$ cat src/common/memCtl_macros.svh
`ifndef MEMCTL_MACROS_SVH
`define MEMCTL_MACROS_SVH

// Microword and datapath field widths
`define MEM_FUNC_W 4
`define MAGIC_W 9
`define SECTION_W 12
`define OFFSET_W 18
`define VMA_W (`SECTION_W + `OFFSET_W)
`define AD_W 36
`define STATUS_W 12

// Memory function codes, also the one-hot bit positions
`define MEM_NOP 0
`define MEM_READ 1
`define MEM_WRITE 2
`define MEM_RPW 3
`define MEM_FETCH 4
`define MEM_COND_FETCH 5
`define MEM_EA_CALC 6
`define MEM_AD_FUNC 7
`define MEM_SPEC 8
`define FUNC_CNT 9

// Sections actually implemented
`define SECTION_LIMIT 32

// AD word bits read by the AD function
`define AD_READ 34
`define AD_WRITE 33
`define AD_PAUSE 32
`define AD_USER 31
`define AD_PUBLIC 30
`define AD_LONG 27

`endif

$ cat src/common/memCtlPkg.sv
`default_nettype none

`include "memCtl_macros.svh"

package memCtlPkg;

  // Magic field as seen by an EA-calc function
  typedef struct packed {
    logic longEn;
    logic prevEn;
    logic extFlag;
    logic [`MAGIC_W-4:0] unused;
  } magicEaT;

  // Magic field as seen by a special memory cycle
  typedef struct packed {
    logic execCycle;
    logic physRef;
    logic userTable;
    logic [`MAGIC_W-4:0] unused;
  } magicSpecT;

  // Same nine bits, decoded per memory function
  typedef union packed {
    magicEaT ea;
    magicSpecT spec;
  } magicU;

endpackage

`default_nettype wire

$ cat src/logic/memFuncDecode.sv
`default_nettype none

`include "memCtl_macros.svh"

module memFuncDecode (
  input  logic clk,
  input  logic rstN,
  input  logic uwValid,
  output logic uwReady,
  input  logic [`MEM_FUNC_W-1:0] memField,
  input  memCtlPkg::magicU magic,
  input  logic [`AD_W-1:0] adWord,
  input  logic [`VMA_W-1:0] vma,
  input  logic testSatisfied,
  input  logic userMode,
  input  logic publicMode,
  input  logic prevEnable,
  input  logic [`SECTION_W-1:0] pcSection,
  output logic decValid,
  input  logic decReady,
  output logic [`FUNC_CNT-1:0] funcOneHot,
  output memCtlPkg::magicU decMagic,
  output logic [`AD_W-1:0] decAdWord,
  output logic [`VMA_W-1:0] decVma,
  output logic decUserMode,
  output logic decPublicMode,
  output logic decPrevEnable,
  output logic [`SECTION_W-1:0] decPcSection
);

  logic [`FUNC_CNT-1:0] oneHotNext;
  logic accept;

  assign uwReady = ~decValid | decReady;
  assign accept = uwValid & uwReady;

  always_comb begin
    for (int i = 0; i < `FUNC_CNT; i++) begin
      oneHotNext[i] = (memField == `MEM_FUNC_W'(i));
    end
    // Unused codes act as NOP
    if (oneHotNext == '0) begin
      oneHotNext[`MEM_NOP] = 1'b1;
    end
    // Failed conditional fetch becomes NOP here and nowhere else
    if (oneHotNext[`MEM_COND_FETCH] && !testSatisfied) begin
      oneHotNext[`MEM_COND_FETCH] = 1'b0;
      oneHotNext[`MEM_NOP] = 1'b1;
    end
  end

  always_ff @(posedge clk) begin
    if (!rstN) begin
      decValid <= 1'b0;
    end else if (uwReady) begin
      decValid <= uwValid;
    end
  end

  always_ff @(posedge clk) begin
    if (accept) begin
      funcOneHot <= oneHotNext;
      decMagic <= magic;
      decAdWord <= adWord;
      decVma <= vma;
      decUserMode <= userMode;
      decPublicMode <= publicMode;
      decPrevEnable <= prevEnable;
      decPcSection <= pcSection;
    end
  end

  // Downstream relies on exactly one function per word
  oneFuncPerWord: assert property (
    @(posedge clk) disable iff (!rstN)
    decValid |-> $onehot(funcOneHot)
  );

endmodule

`default_nettype wire

$ cat src/cycleContext/cycleContext.sv
`default_nettype none

`include "memCtl_macros.svh"

module cycleContext (
  input  logic clk,
  input  logic rstN,
  input  logic decValid,
  output logic decReady,
  input  logic [`FUNC_CNT-1:0] funcOneHot,
  input  memCtlPkg::magicU magic,
  input  logic [`AD_W-1:0] adWord,
  input  logic [`VMA_W-1:0] vma,
  input  logic userMode,
  input  logic publicMode,
  input  logic prevEnable,
  input  logic [`SECTION_W-1:0] pcSection,
  output logic ctxValid,
  input  logic ctxReady,
  output logic read,
  output logic write,
  output logic pause,
  output logic fetch,
  output logic user,
  output logic public,
  output logic previous,
  output logic phys,
  output logic adrErr,
  output logic [`VMA_W-1:0] address
);

  logic isNop;
  logic eaCalc;
  logic adFunc;
  logic specCycle;
  logic readNext;
  logic writeNext;
  logic pauseNext;
  logic fetchNext;
  logic userNext;
  logic publicNext;
  logic longRef;
  logic [`SECTION_W-1:0] vmaSection;
  logic loadEn;

  assign isNop = funcOneHot[`MEM_NOP];
  assign eaCalc = funcOneHot[`MEM_EA_CALC];
  assign adFunc = funcOneHot[`MEM_AD_FUNC];
  assign specCycle = funcOneHot[`MEM_SPEC];

  assign decReady = ~ctxValid | ctxReady;
  assign loadEn = decValid & decReady & ~isNop;

  always_comb begin
    readNext = funcOneHot[`MEM_READ] | funcOneHot[`MEM_RPW] | eaCalc | specCycle |
               (adFunc & adWord[`AD_READ]);
    writeNext = funcOneHot[`MEM_WRITE] | funcOneHot[`MEM_RPW] |
                (adFunc & adWord[`AD_WRITE]);
    pauseNext = funcOneHot[`MEM_RPW] | (adFunc & adWord[`AD_PAUSE]);
    // Cond fetch bit only survives decode when the test passed
    fetchNext = funcOneHot[`MEM_FETCH] | funcOneHot[`MEM_COND_FETCH];

    if (adFunc) begin
      userNext = adWord[`AD_USER];
      publicNext = adWord[`AD_PUBLIC];
    end else begin
      // Executive cycle runs in kernel space
      userNext = userMode & ~(specCycle & magic.spec.execCycle);
      publicNext = publicMode & userNext;
    end

    longRef = (eaCalc & magic.ea.longEn) | (adFunc & adWord[`AD_LONG]);
  end

  assign vmaSection = vma[`VMA_W-1:`OFFSET_W];

  always_ff @(posedge clk) begin
    if (!rstN) begin
      ctxValid <= 1'b0;
    end else if (decReady) begin
      // NOP words are consumed here and never reach the MBox
      ctxValid <= decValid & ~isNop;
    end
  end

  always_ff @(posedge clk) begin
    if (loadEn) begin
      read <= readNext;
      write <= writeNext;
      pause <= pauseNext;
      fetch <= fetchNext;
      user <= userNext;
      public <= publicNext;
      previous <= eaCalc & magic.ea.prevEn & prevEnable;
      phys <= specCycle & magic.spec.physRef;
      adrErr <= longRef & (vmaSection >= `SECTION_LIMIT);
      // Short reference stays in the PC section
      address <= longRef ? vma : {pcSection, vma[`OFFSET_W-1:0]};
    end
  end

endmodule

`default_nettype wire

$ cat src/logic/mboxRequest.sv
`default_nettype none

`include "memCtl_macros.svh"

module mboxRequest (
  input  logic clk,
  input  logic rstN,
  input  logic ctxValid,
  output logic ctxReady,
  input  logic read,
  input  logic write,
  input  logic pause,
  input  logic fetch,
  input  logic user,
  input  logic public,
  input  logic previous,
  input  logic phys,
  input  logic adrErr,
  input  logic [`VMA_W-1:0] address,
  input  logic userMode,
  input  logic publicMode,
  input  logic prevEnable,
  output logic reqValid,
  input  logic reqReady,
  output logic reqRead,
  output logic reqWrite,
  output logic reqPause,
  output logic reqFetch,
  output logic reqUser,
  output logic reqPublic,
  output logic reqPrevious,
  output logic reqPhys,
  output logic reqAdrErr,
  output logic [`VMA_W-1:0] reqAddr,
  input  logic statusSel,
  output logic [`STATUS_W-1:0] statusWord
);

  logic [`STATUS_W-1:0] heldCopy;
  logic [`STATUS_W-1:0] modeWord;
  logic reqDone;

  assign ctxReady = ~reqValid | reqReady;
  assign reqDone = reqValid & reqReady;

  always_ff @(posedge clk) begin
    if (!rstN) begin
      reqValid <= 1'b0;
    end else if (ctxReady) begin
      reqValid <= ctxValid;
    end
  end

  always_ff @(posedge clk) begin
    if (ctxValid && ctxReady) begin
      reqRead <= read;
      reqWrite <= write;
      reqPause <= pause;
      reqFetch <= fetch;
      reqUser <= user;
      reqPublic <= public;
      reqPrevious <= previous;
      reqPhys <= phys;
      reqAdrErr <= adrErr;
      reqAddr <= address;
    end
  end

  // Snapshot of the last request the MBox took
  always_ff @(posedge clk) begin
    if (!rstN) begin
      heldCopy <= '0;
    end else if (reqDone) begin
      heldCopy <= {reqRead, reqWrite, reqPause, reqFetch, reqUser, reqPublic,
                   reqPrevious, reqPhys, reqAdrErr, 3'b000};
    end
  end

  assign modeWord = {{(`STATUS_W-3){1'b0}}, userMode, publicMode, prevEnable};
  assign statusWord = statusSel ? heldCopy : modeWord;

  // Stalled request must not change under the MBox
  reqHeldWhileStalled: assert property (
    @(posedge clk) disable iff (!rstN)
    (reqValid && !reqReady) |=> reqValid && $stable({reqRead, reqWrite, reqPause,
      reqFetch, reqUser, reqPublic, reqPrevious, reqPhys, reqAdrErr, reqAddr})
  );

endmodule

`default_nettype wire

$ cat src/logic/memCtl.sv
`default_nettype none

`include "memCtl_macros.svh"

module memCtl (
  input  logic clk,
  input  logic rstN,
  input  logic uwValid,
  output logic uwReady,
  input  logic [`MEM_FUNC_W-1:0] memField,
  input  memCtlPkg::magicU magic,
  input  logic [`AD_W-1:0] adWord,
  input  logic [`VMA_W-1:0] vma,
  input  logic testSatisfied,
  input  logic userMode,
  input  logic publicMode,
  input  logic prevEnable,
  input  logic [`SECTION_W-1:0] pcSection,
  output logic reqValid,
  input  logic reqReady,
  output logic reqRead,
  output logic reqWrite,
  output logic reqPause,
  output logic reqFetch,
  output logic reqUser,
  output logic reqPublic,
  output logic reqPrevious,
  output logic reqPhys,
  output logic reqAdrErr,
  output logic [`VMA_W-1:0] reqAddr,
  input  logic statusSel,
  output logic [`STATUS_W-1:0] statusWord
);

  // Decode to context stage
  logic decValid;
  logic decReady;
  logic [`FUNC_CNT-1:0] funcOneHot;
  memCtlPkg::magicU decMagic;
  logic [`AD_W-1:0] decAdWord;
  logic [`VMA_W-1:0] decVma;
  logic decUserMode;
  logic decPublicMode;
  logic decPrevEnable;
  logic [`SECTION_W-1:0] decPcSection;

  // Context to request stage
  logic ctxValid;
  logic ctxReady;
  logic ctxRead;
  logic ctxWrite;
  logic ctxPause;
  logic ctxFetch;
  logic ctxUser;
  logic ctxPublic;
  logic ctxPrevious;
  logic ctxPhys;
  logic ctxAdrErr;
  logic [`VMA_W-1:0] ctxAddress;

  memFuncDecode memFuncDecode_i (
    .clk(clk),
    .rstN(rstN),
    .uwValid(uwValid),
    .uwReady(uwReady),
    .memField(memField),
    .magic(magic),
    .adWord(adWord),
    .vma(vma),
    .testSatisfied(testSatisfied),
    .userMode(userMode),
    .publicMode(publicMode),
    .prevEnable(prevEnable),
    .pcSection(pcSection),
    .decValid(decValid),
    .decReady(decReady),
    .funcOneHot(funcOneHot),
    .decMagic(decMagic),
    .decAdWord(decAdWord),
    .decVma(decVma),
    .decUserMode(decUserMode),
    .decPublicMode(decPublicMode),
    .decPrevEnable(decPrevEnable),
    .decPcSection(decPcSection)
  );

  cycleContext cycleContext_i (
    .clk(clk),
    .rstN(rstN),
    .decValid(decValid),
    .decReady(decReady),
    .funcOneHot(funcOneHot),
    .magic(decMagic),
    .adWord(decAdWord),
    .vma(decVma),
    .userMode(decUserMode),
    .publicMode(decPublicMode),
    .prevEnable(decPrevEnable),
    .pcSection(decPcSection),
    .ctxValid(ctxValid),
    .ctxReady(ctxReady),
    .read(ctxRead),
    .write(ctxWrite),
    .pause(ctxPause),
    .fetch(ctxFetch),
    .user(ctxUser),
    .public(ctxPublic),
    .previous(ctxPrevious),
    .phys(ctxPhys),
    .adrErr(ctxAdrErr),
    .address(ctxAddress)
  );

  // Status shows live mode inputs, not the sampled ones
  mboxRequest mboxRequest_i (
    .clk(clk),
    .rstN(rstN),
    .ctxValid(ctxValid),
    .ctxReady(ctxReady),
    .read(ctxRead),
    .write(ctxWrite),
    .pause(ctxPause),
    .fetch(ctxFetch),
    .user(ctxUser),
    .public(ctxPublic),
    .previous(ctxPrevious),
    .phys(ctxPhys),
    .adrErr(ctxAdrErr),
    .address(ctxAddress),
    .userMode(userMode),
    .publicMode(publicMode),
    .prevEnable(prevEnable),
    .reqValid(reqValid),
    .reqReady(reqReady),
    .reqRead(reqRead),
    .reqWrite(reqWrite),
    .reqPause(reqPause),
    .reqFetch(reqFetch),
    .reqUser(reqUser),
    .reqPublic(reqPublic),
    .reqPrevious(reqPrevious),
    .reqPhys(reqPhys),
    .reqAdrErr(reqAdrErr),
    .reqAddr(reqAddr),
    .statusSel(statusSel),
    .statusWord(statusWord)
  );

endmodule

`default_nettype wire

$ cat config.mk
export PLATFORM = sky130hd
export DESIGN_NAME = memCtl
export DESIGN_NICKNAME = d
export VERILOG_FILES = /design/src/common/memCtlPkg.sv /design/src/logic/memFuncDecode.sv /design/src/cycleContext/cycleContext.sv /design/src/logic/mboxRequest.sv /design/src/logic/memCtl.sv
export VERILOG_INCLUDE_DIRS = /design/src /design/src/common
export SDC_FILE = /design/constraint.sdc
export NUM_CORES = 1
export LEC_CHECK = 0
export BUFFER_PORTS_ARGS = -buffer_cell sky130_fd_sc_hd__buf_2
export CAP_MARGIN = 20
export CORE_ASPECT_RATIO = 0.75
export CORE_MARGIN = 4
export CORE_UTILIZATION = 26
export CTS_BUF_LIST = sky130_fd_sc_hd__clkbuf_8
export DETAILED_ROUTE_END_ITERATION = 10
export GPL_TIMING_DRIVEN = 0
export PLACE_DENSITY = 0.53
export SYNTH_ARGS = -nofsm -noshare
export SYNTH_HDL_FRONTEND = slang
export SYNTH_SLANG_ARGS = --single-unit
$ cat constraint.sdc
create_clock -name clk -period 3.44 [get_ports clk]
set_clock_uncertainty 0.2 [all_clocks]
set_input_delay 0 -clock clk [delete_from_list [all_inputs] [get_ports clk]]
set_output_delay 0 -clock clk [all_outputs]
set_load 0.05 [all_outputs]
==> summary.md, run 1 <==
| Metric | Value |
|---|---|
| CTS resizes | `0` |
| Startpoint types | `flip-flop` |
| Max-cap check violation count | `0` |
| CTS tree | `done` |
| Wire length per cell | `13.79 µm` |
| Initial antenna violation count | `0` |
| Post-synth EDFFs | `140` |
| CTS Buffer Depth | `2` |
| Synthesized flop and latch total | `roughly 150` |
| Commonest non-fill, non-tap cells in the layout | `edfxtp_1 (140), buf_2 (113), dlygate4sd3_1 (68), clkbuf_8 (17), dfxtp_1 (12)` |
| Leak | `about 2.7 nW` |
| Met3 usage | `0.02857` |
| DRT antenna net count | `0` |
| H-tree Lvls | `4` |
| Worst-path clk slew | `90 ps` |
| Synth Net Count | `357` |
| Area delta synth->final | `38.42%` |
| Synth warn | `0` |
| Die width | `171.5 µm` |
| Simple-Gate Fraction of Synth Area | `0.06168` |
| Synth Instances | `approximately 260` |
| Post-place setup slack | `about 1200 ps` |
| Gr busiest metal | `met2` |
| Vias per Instance | `3.985` |
| Power Total | `3.532 mW` |
| Post-Route WL | `10.01 mm` |
| Core box area | `19540 µm²` |
| Worst slew margin | `0.4814` |
| Die Y | `130.6 µm` |
| Gr ovfl total | `0` |
| Row count | `44` |
| Sw Pwr | `0.7679 mW` |
| First-pass GRT wire length | `15.57 mm` |
| Global-route usage over all layers | `0.09249` |
| Tightest Pin Transition | `777.9 ps` |
| XOR/XNOR Fraction of Synth Area | `0` |
| FFs w/ async S/R, synth | `0` |
| Commonest non-fill, non-tap cell in the layout | `edfxtp_1` |
| Buffers on Ports | `between 100 and 150` |
| Net count, final | `560` |
| WP data arrival | `around 2200 ps` |
| Setup TNS | `0 ps` |
| Total number of vias | `about 2.9k` |
| Top FF cell, synth | `edfxtp_1` |
| Root Driver | `clkbuf_8` |
| Crit end category | `flip-flop` |
| Synth unique cells | `32` |
| Seq pwr share | `0.598` |
| DR iter-0 viols | `124` |
| Mean instance size in the synthesized netlist | `20.29 µm²` |
| Peak Freq | `0.4431 GHz` |
| Adder-cell share of the synthesized area | `0` |
| Area of the mapped netlist | `around 5200 µm²` |
| Layout cells sized above 1 | `0.3425` |
| Sequential share of the synthesized area | `0.8524` |
| Worst Hold Class | `in2reg` |
| Pint | `2.765 mW` |
| Hold-fix buffer count after cts | `68` |
| Power density cells | `between 400 and 500 nW/µm²` |
| Post-CTS Setup Inserts | `0` |
| Pin count of the biggest net entering global routing | `34` |
| Drt first pass iters | `4` |
| I/O pin cnt | `around 150` |
| Slew Limit Fails | `0` |
| N_diodes | `0` |
| Mux share of post-synthesis cell area | `0.03240` |
| DIE AREA | `22410 µm²` |
| Vias in the first global route | `~3k` |
| Hold violation count in the final report | `0` |
| Met2 GRT Util | `0.1464` |
| Fin crit period | `2257 ps` |
| Status | `finished, final reports clean` |
| GPL Wtd Cong | `0.7155` |
| Initial cell density of the core | `0.2668` |
| M1 GR Usage | `0.1153` |
| Setup violators final | `0` |
| Sw Share | `0.2174` |
| DRC viols | `0` |
| Main combinational cell family by area after synthesis | `simple AND/OR/NAND/NOR gates` |
| TritonCTS buffer count | `17` |
| RSZ-0062 raised after global routing | `false` |
| Synth Area in Compound Gates | `0.04464` |
| Final setup margin | `1183 ps` |
| Crit path max fanout | `33` |
| Period utilization | `0.6561` |
| Detail Placement HPWL | `6.806 mm` |
| Clock Latency Late Sink | `430 ps` |
| WS Path Type | `reg2reg` |
| Peak supply drop | `just under 0.2 mV` |
| Sink Count | `152` |
| Gate power share | `0.067` |
| Crit path required time | `3360 ps` |
| Clk pwr share | `0.335` |
## stage by stage
step | utilization | hold WS (ps) | cell area [µm²] | std cells
floorplan | - | -101.1 | 5214 | 257
global route | 0.3693 | 25.30 | 7217 | 726
CTS | 0.3693 | 22.66 | 7217 | 726
finish | 0.3693 | 73.83 | 7217 | 726
detailed placement | 0.3168 | -21.88 | 6191 | 626
global placement | 0.3119 | -21.92 | 6096 | 623
## critical path: stages, from the launching register on
cell      delay, ps
dfxtp_1         350
clkbuf_1        230
nand4b_1        190
and2_2          670
buf_12          300
## power by group through the flow
stage	Combinational [mW]	Sequential, mW	Clock (mW)
final	0.238	2.11	1.18
after global routing	0.259	2.12	1.33
after CTS	0.242	2.11	1.26
after detailed placement	0.185	2.15	0
after global placement	0.171	2.16	0
after floorplan	0.0758	2.18	0
## logic make-up (layout without fill, tap and decap cells)
group / after synthesis / count (layout)
DFF: 152 / 152
and+or+nand+nor: 53 / 53
AOI/OAI and AO/OA: 30 / 30
muxes: 12 / 12
buffers and inverters: 10 / 226
## cell type report
| type | count | area [µm²] |
|---|---|---|
| Sequential cell | 152 | 4444 |
| Inverter | 1 | 3.754 |
| Multi-Input combinational cell | 95 | 743.2 |
| Fill cell | 1840 | 12330 |
| Clock buffer | 17 | 234.0 |
| Tap cell | 253 | 316.6 |
| Timing Repair Buffer | 184 | 1321 |
| Clock inverter | 15 | 111.4 |
| Buffer | 9 | 42.54 |
## cell usage after synthesis, types with 2 or more instances
master,number,area [µm²]
nor2b_1,5,31.28
clkbuf_1,7,26.28
nand2_1,5,18.77
o21a_1,10,75.07
edfxtp_1,140,4204
a21oi_1,2,10.01
nor2_1,3,11.26
and3_1,10,62.56
and2_1,11,68.82
nor4b_1,2,17.52
a21boi_0,11,82.58
nand2b_1,4,25.02
nor3_1,4,20.02
nand3b_1,2,15.01
mux2_2,3,33.78
nor4_1,2,12.51
mux2_4,9,135.1
o21ai_0,2,10.01
dfxtp_1,12,240.2
## routing by layer
| metal | share of wire | wire length (µm) | vias up |
|---|---|---|---|
| li1 | - | - | 1402 |
| met1 | 0.45 | 4469 | 1382 |
| met3 | 0.053 | 528 | 17 |
| met5 | 0 | 0 | - |
| met4 | 0.021 | 215 | 0 |
| met2 | 0.48 | 4799 | 92 |
## state kept, by name (all words and copies together), names as in the netlist, 2 cells and up
| register | flops |
|---|---|
| mboxRequest_i.heldCopy | 9 |
| mboxRequest_i.reqAddr | 30 |
| memFuncDecode_i.decAdWord | 6 |
| memFuncDecode_i.decMagic | 2 |
| memFuncDecode_i.funcOneHot | 9 |
| memFuncDecode_i.decPcSection | 12 |
| cycleContext_i.address | 30 |
| memFuncDecode_i.decVma | 30 |
## worst paths after layout
check,slack (ps),from,depth (start not counted),endpoint
worst max-delay path,1180,mboxRequest_i.reqValid,4,memFuncDecode_i.decVma[21]
worst min-delay path,70,pcSection[2],2,memFuncDecode_i.decPcSection[2]
worst max register to register,1180,mboxRequest_i.reqValid,4,memFuncDecode_i.decVma[21]
worst min register to register,220,cycleContext_i.address[16],0,mboxRequest_i.reqAddr[16]
Power figures use the tool's default switching activity.
==> run 2: changes to the inputs <==
- ABC_AREA: default -> 1
- PLACE_DENSITY: 0.53 -> 0.55
- clock period: 3.44 -> 2 ns (I/O delays scaled with it)
==> summary.md, run 2 <==
| Metric | Value |
|---|---|
| Status | `finished, final reports clean` |
| Hold Crit Start | `vma[23]` |
| Pint | `4.887 mW` |
| Dpl cell area | `6085 µm²` |
| Top FF cell, synth | `edfxtp_1` |
| Leading area contributor after synthesis | `edfxtp_1` |
| Die Y | `129.6 µm` |
| Root Driver | `clkbuf_8` |
| Final Cell Area | `7158 µm²` |
| Fin util | `0.3694` |
| Commonest non-fill, non-tap cells in the layout | `edfxtp_1 (140), buf_2 (116), nand2_1 (67), dlygate4sd3_1 (67), nor2_1 (31)` |
| Crit Reg-Reg Startpoint | `memFuncDecode_i.funcOneHot[0]` |
| Period utilization | `0.9302` |
| Drt first pass iters | `4` |
| Synthesized flop and latch total | `152` |
| Crit path max fanout | `39` |
| Worst slew margin | `0.4034` |
| Area delta synth->final | `39.64%` |
| Post-Route WL | `10.61 mm` |
| Sw Share | `0.2271` |
| Max-cap check violation count | `0` |
| Tightest Pin Transition | `just under 900 ps` |
| Clock Latency Late Sink | `440 ps` |
| Total number of vias | `3108` |
| Initial cell density of the core | `0.2645` |
| Commonest cells in the netlist | `edfxtp_1 (140), nand2_1 (67), nor2_1 (31), inv_1 (30), dfxtp_1 (12)` |
| Synth Instances | `roughly 320` |
| Area of the mapped netlist | `5126 µm²` |
| Post-synth EDFFs | `140` |
| Startpoint types | `flip-flop` |
| Buffers on Ports | `about 120` |
| Commonest non-fill, non-tap cell in the layout | `edfxtp_1` |
| Most common cell in the netlist | `edfxtp_1` |
| RSZ-0062 raised after global routing | `false` |
| CTS tree | `done` |
| Die width | `170.1 µm` |
| Layout cells sized above 1 | `0.2991` |
| DR iter-0 viols | `206` |
| Peak Freq | `0.5375 GHz` |
| Regs by FF count | `cycleContext_i.address (30), mboxRequest_i.reqAddr (30), memFuncDecode_i.decVma (30)` |
| Worst R2R End | `cycleContext_i.address[13]` |
| Sink Count | `152` |
| DIE AREA | `22050 µm²` |
| DRT antenna net count | `0` |
| Crit end category | `flip-flop` |
| GPL Wtd Cong | `around 0.74` |
| Gate power share | `0.066` |
| Mean instance size in the synthesized netlist | `about 16 µm²` |
| Wire length per cell | `13.46 µm` |
| Top cells by area, synth | `edfxtp_1 (82%), nand2_1 (4.9%), dfxtp_1 (4.7%)` |
| Slew Limit Fails | `0` |
| Highest Signal Layer | `met4` |
| Fin crit period | `1860 ps` |
| Final setup margin | `139.5 ps` |
| Power density cells | `883.3 nW/µm²` |
| First-pass GRT wire length | `16.08 mm` |
| Seq pwr share | `0.574` |
| Vias per Instance | `3.944` |
| Pin count of the biggest net entering global routing | `40` |
| Synth Net Count | `approximately 420` |
| Share of the synthesized area in the top cell type | `0.8201` |
| M1 WL | `4.677 mm` |
| Detail Placement HPWL | `7.050 mm` |
| Clk pwr share | `0.360` |
| Hold path endpoint | `memFuncDecode_i.decVma[23]` |
| Worst reg2reg path depth | `3` |
| Vias in the first global route | `3109` |
| Net count, final | `622` |
| Crit path required time | `between 1500 and 2000 ps` |
| DRC viols | `0` |
| Row count | `between 40 and 50` |
| Core box area | `19380 µm²` |
| Sequential share of the synthesized area | `0.8670` |
| Post-place setup slack | `-169.9 ps` |
| Leak | `2.863 nW` |
| Hold violation count in the final report | `0` |
| I/O pin cnt | `153` |
| Setup violators final | `0` |
| N_diodes | `0` |
| Gr ovfl total | `0` |
| Worst-path clk slew | `80 ps` |
| TritonCTS buffer count | `17` |
| WP data arrival | `1720 ps` |
| WS Path Type | `reg2reg` |
| Sw Pwr | `1.436 mW` |
| Initial antenna violation count | `0` |
| CTS Buffer Depth | `2` |
| WL met2 | `a little over 5 mm` |
| Power Total | `6.323 mW` |
| Setup TNS | `0 ps` |
| Synth warn | `0` |
| Hold depth | `2` |
| Metal3 WL | `601 µm` |
| # fillers | `1873` |
| R2r setup slk | `140 ps` |
| Global-route usage over all layers | `0.09645` |
| Peak supply drop | `0.3858 mV` |
| Synth unique cells | `19` |
| Worst Hold Class | `in2reg` |
| FFs w/ async S/R, synth | `0` |
| H-tree Lvls | `4` |
run 2: layer usage:
| layer | track usage | up-vias |
|---|---|---|
| li1 | - | 1518 |
| met1 | 0.1193 | 1478 |
| met5 | 0 | - |
| met3 | 0.02775 | 16 |
| met2 | 0.1580 | 96 |
| met4 | 0.04366 | 0 |
run 2: how the worst max path moves through the flow:
stage | from | end | slack [ps]
after global routing | mboxRequest_i.reqValid | cycleContext_i.address[26] | 40
final | memFuncDecode_i.funcOneHot[0] | cycleContext_i.address[13] | 140
after global placement | cycleContext_i.ctxValid | mboxRequest_i.reqAddr[1] | -610
after floorplan | mboxRequest_i.reqValid | memFuncDecode_i.decAdWord[27] | -850
after CTS | memFuncDecode_i.funcOneHot[0] | cycleContext_i.address[27] | 100
after detailed placement | mboxRequest_i.reqValid | memFuncDecode_i.decVma[19] | -170
run 2: worst max-delay path, cell delays in order (launching register included):
cell and delay (ps):
edfxtp_1 380, inv_1 120, nand3_1 110, inv_2 660
run 2: what timing repair did:
item | 4_1_cts | 5_1_grt
hold endpoints to repair | 90 | 0
resized for setup | 1 | 0
setup buffers | 1 | 0
hold buffers | 67 | 0
setup endpoints to repair | 32 | 0
run 2: kinds of logic after synthesis:
kind of cell	count (synthesis)	share of synthesized area
AO/OA/AOI/OAI	15	0.01464
buffers and inverters	35	0.02807
flip-flops	152	0.8670
AND/OR/NAND/NOR	115	0.09031
run 2: cell type report:
class	instances	area, µm²	share of cell area
clock inverters	15	153.9	0.02150
inverters	32	123.9	0.01730
flip-flops and latches	152	4448	0.6214
repair inverters	1	7.507	0.001049
plain buffers	3	23.77	0.003321
repair buffers	185	1301	0.1818
clock buffers	17	234.0	0.03269
well taps	253	316.6	0.04422
multi-input cells	130	549.3	0.07673
run 2: power groups by stage:
| stage | combinational, mW | clock (mW) | sequential (mW) |
|---|---|---|---|
| finish | 0.415 | 2.28 | 3.63 |
| global route | 0.453 | 2.49 | 3.64 |
| CTS | 0.417 | 2.37 | 3.63 |
| detailed placement | 0.314 | 0 | 3.71 |
| global placement | 0.297 | 0 | 3.71 |
| floorplan | 0.127 | 0 | 3.74 |
run 2: per-stage QoR:
step / hold WS, ps / std cells
finish: 66.78 / 788
global route: 30.28 / 788
CTS: 23.21 / 788
detailed placement: -21.54 / 687
global placement: -21.73 / 685
floorplan: -101.1 / 317
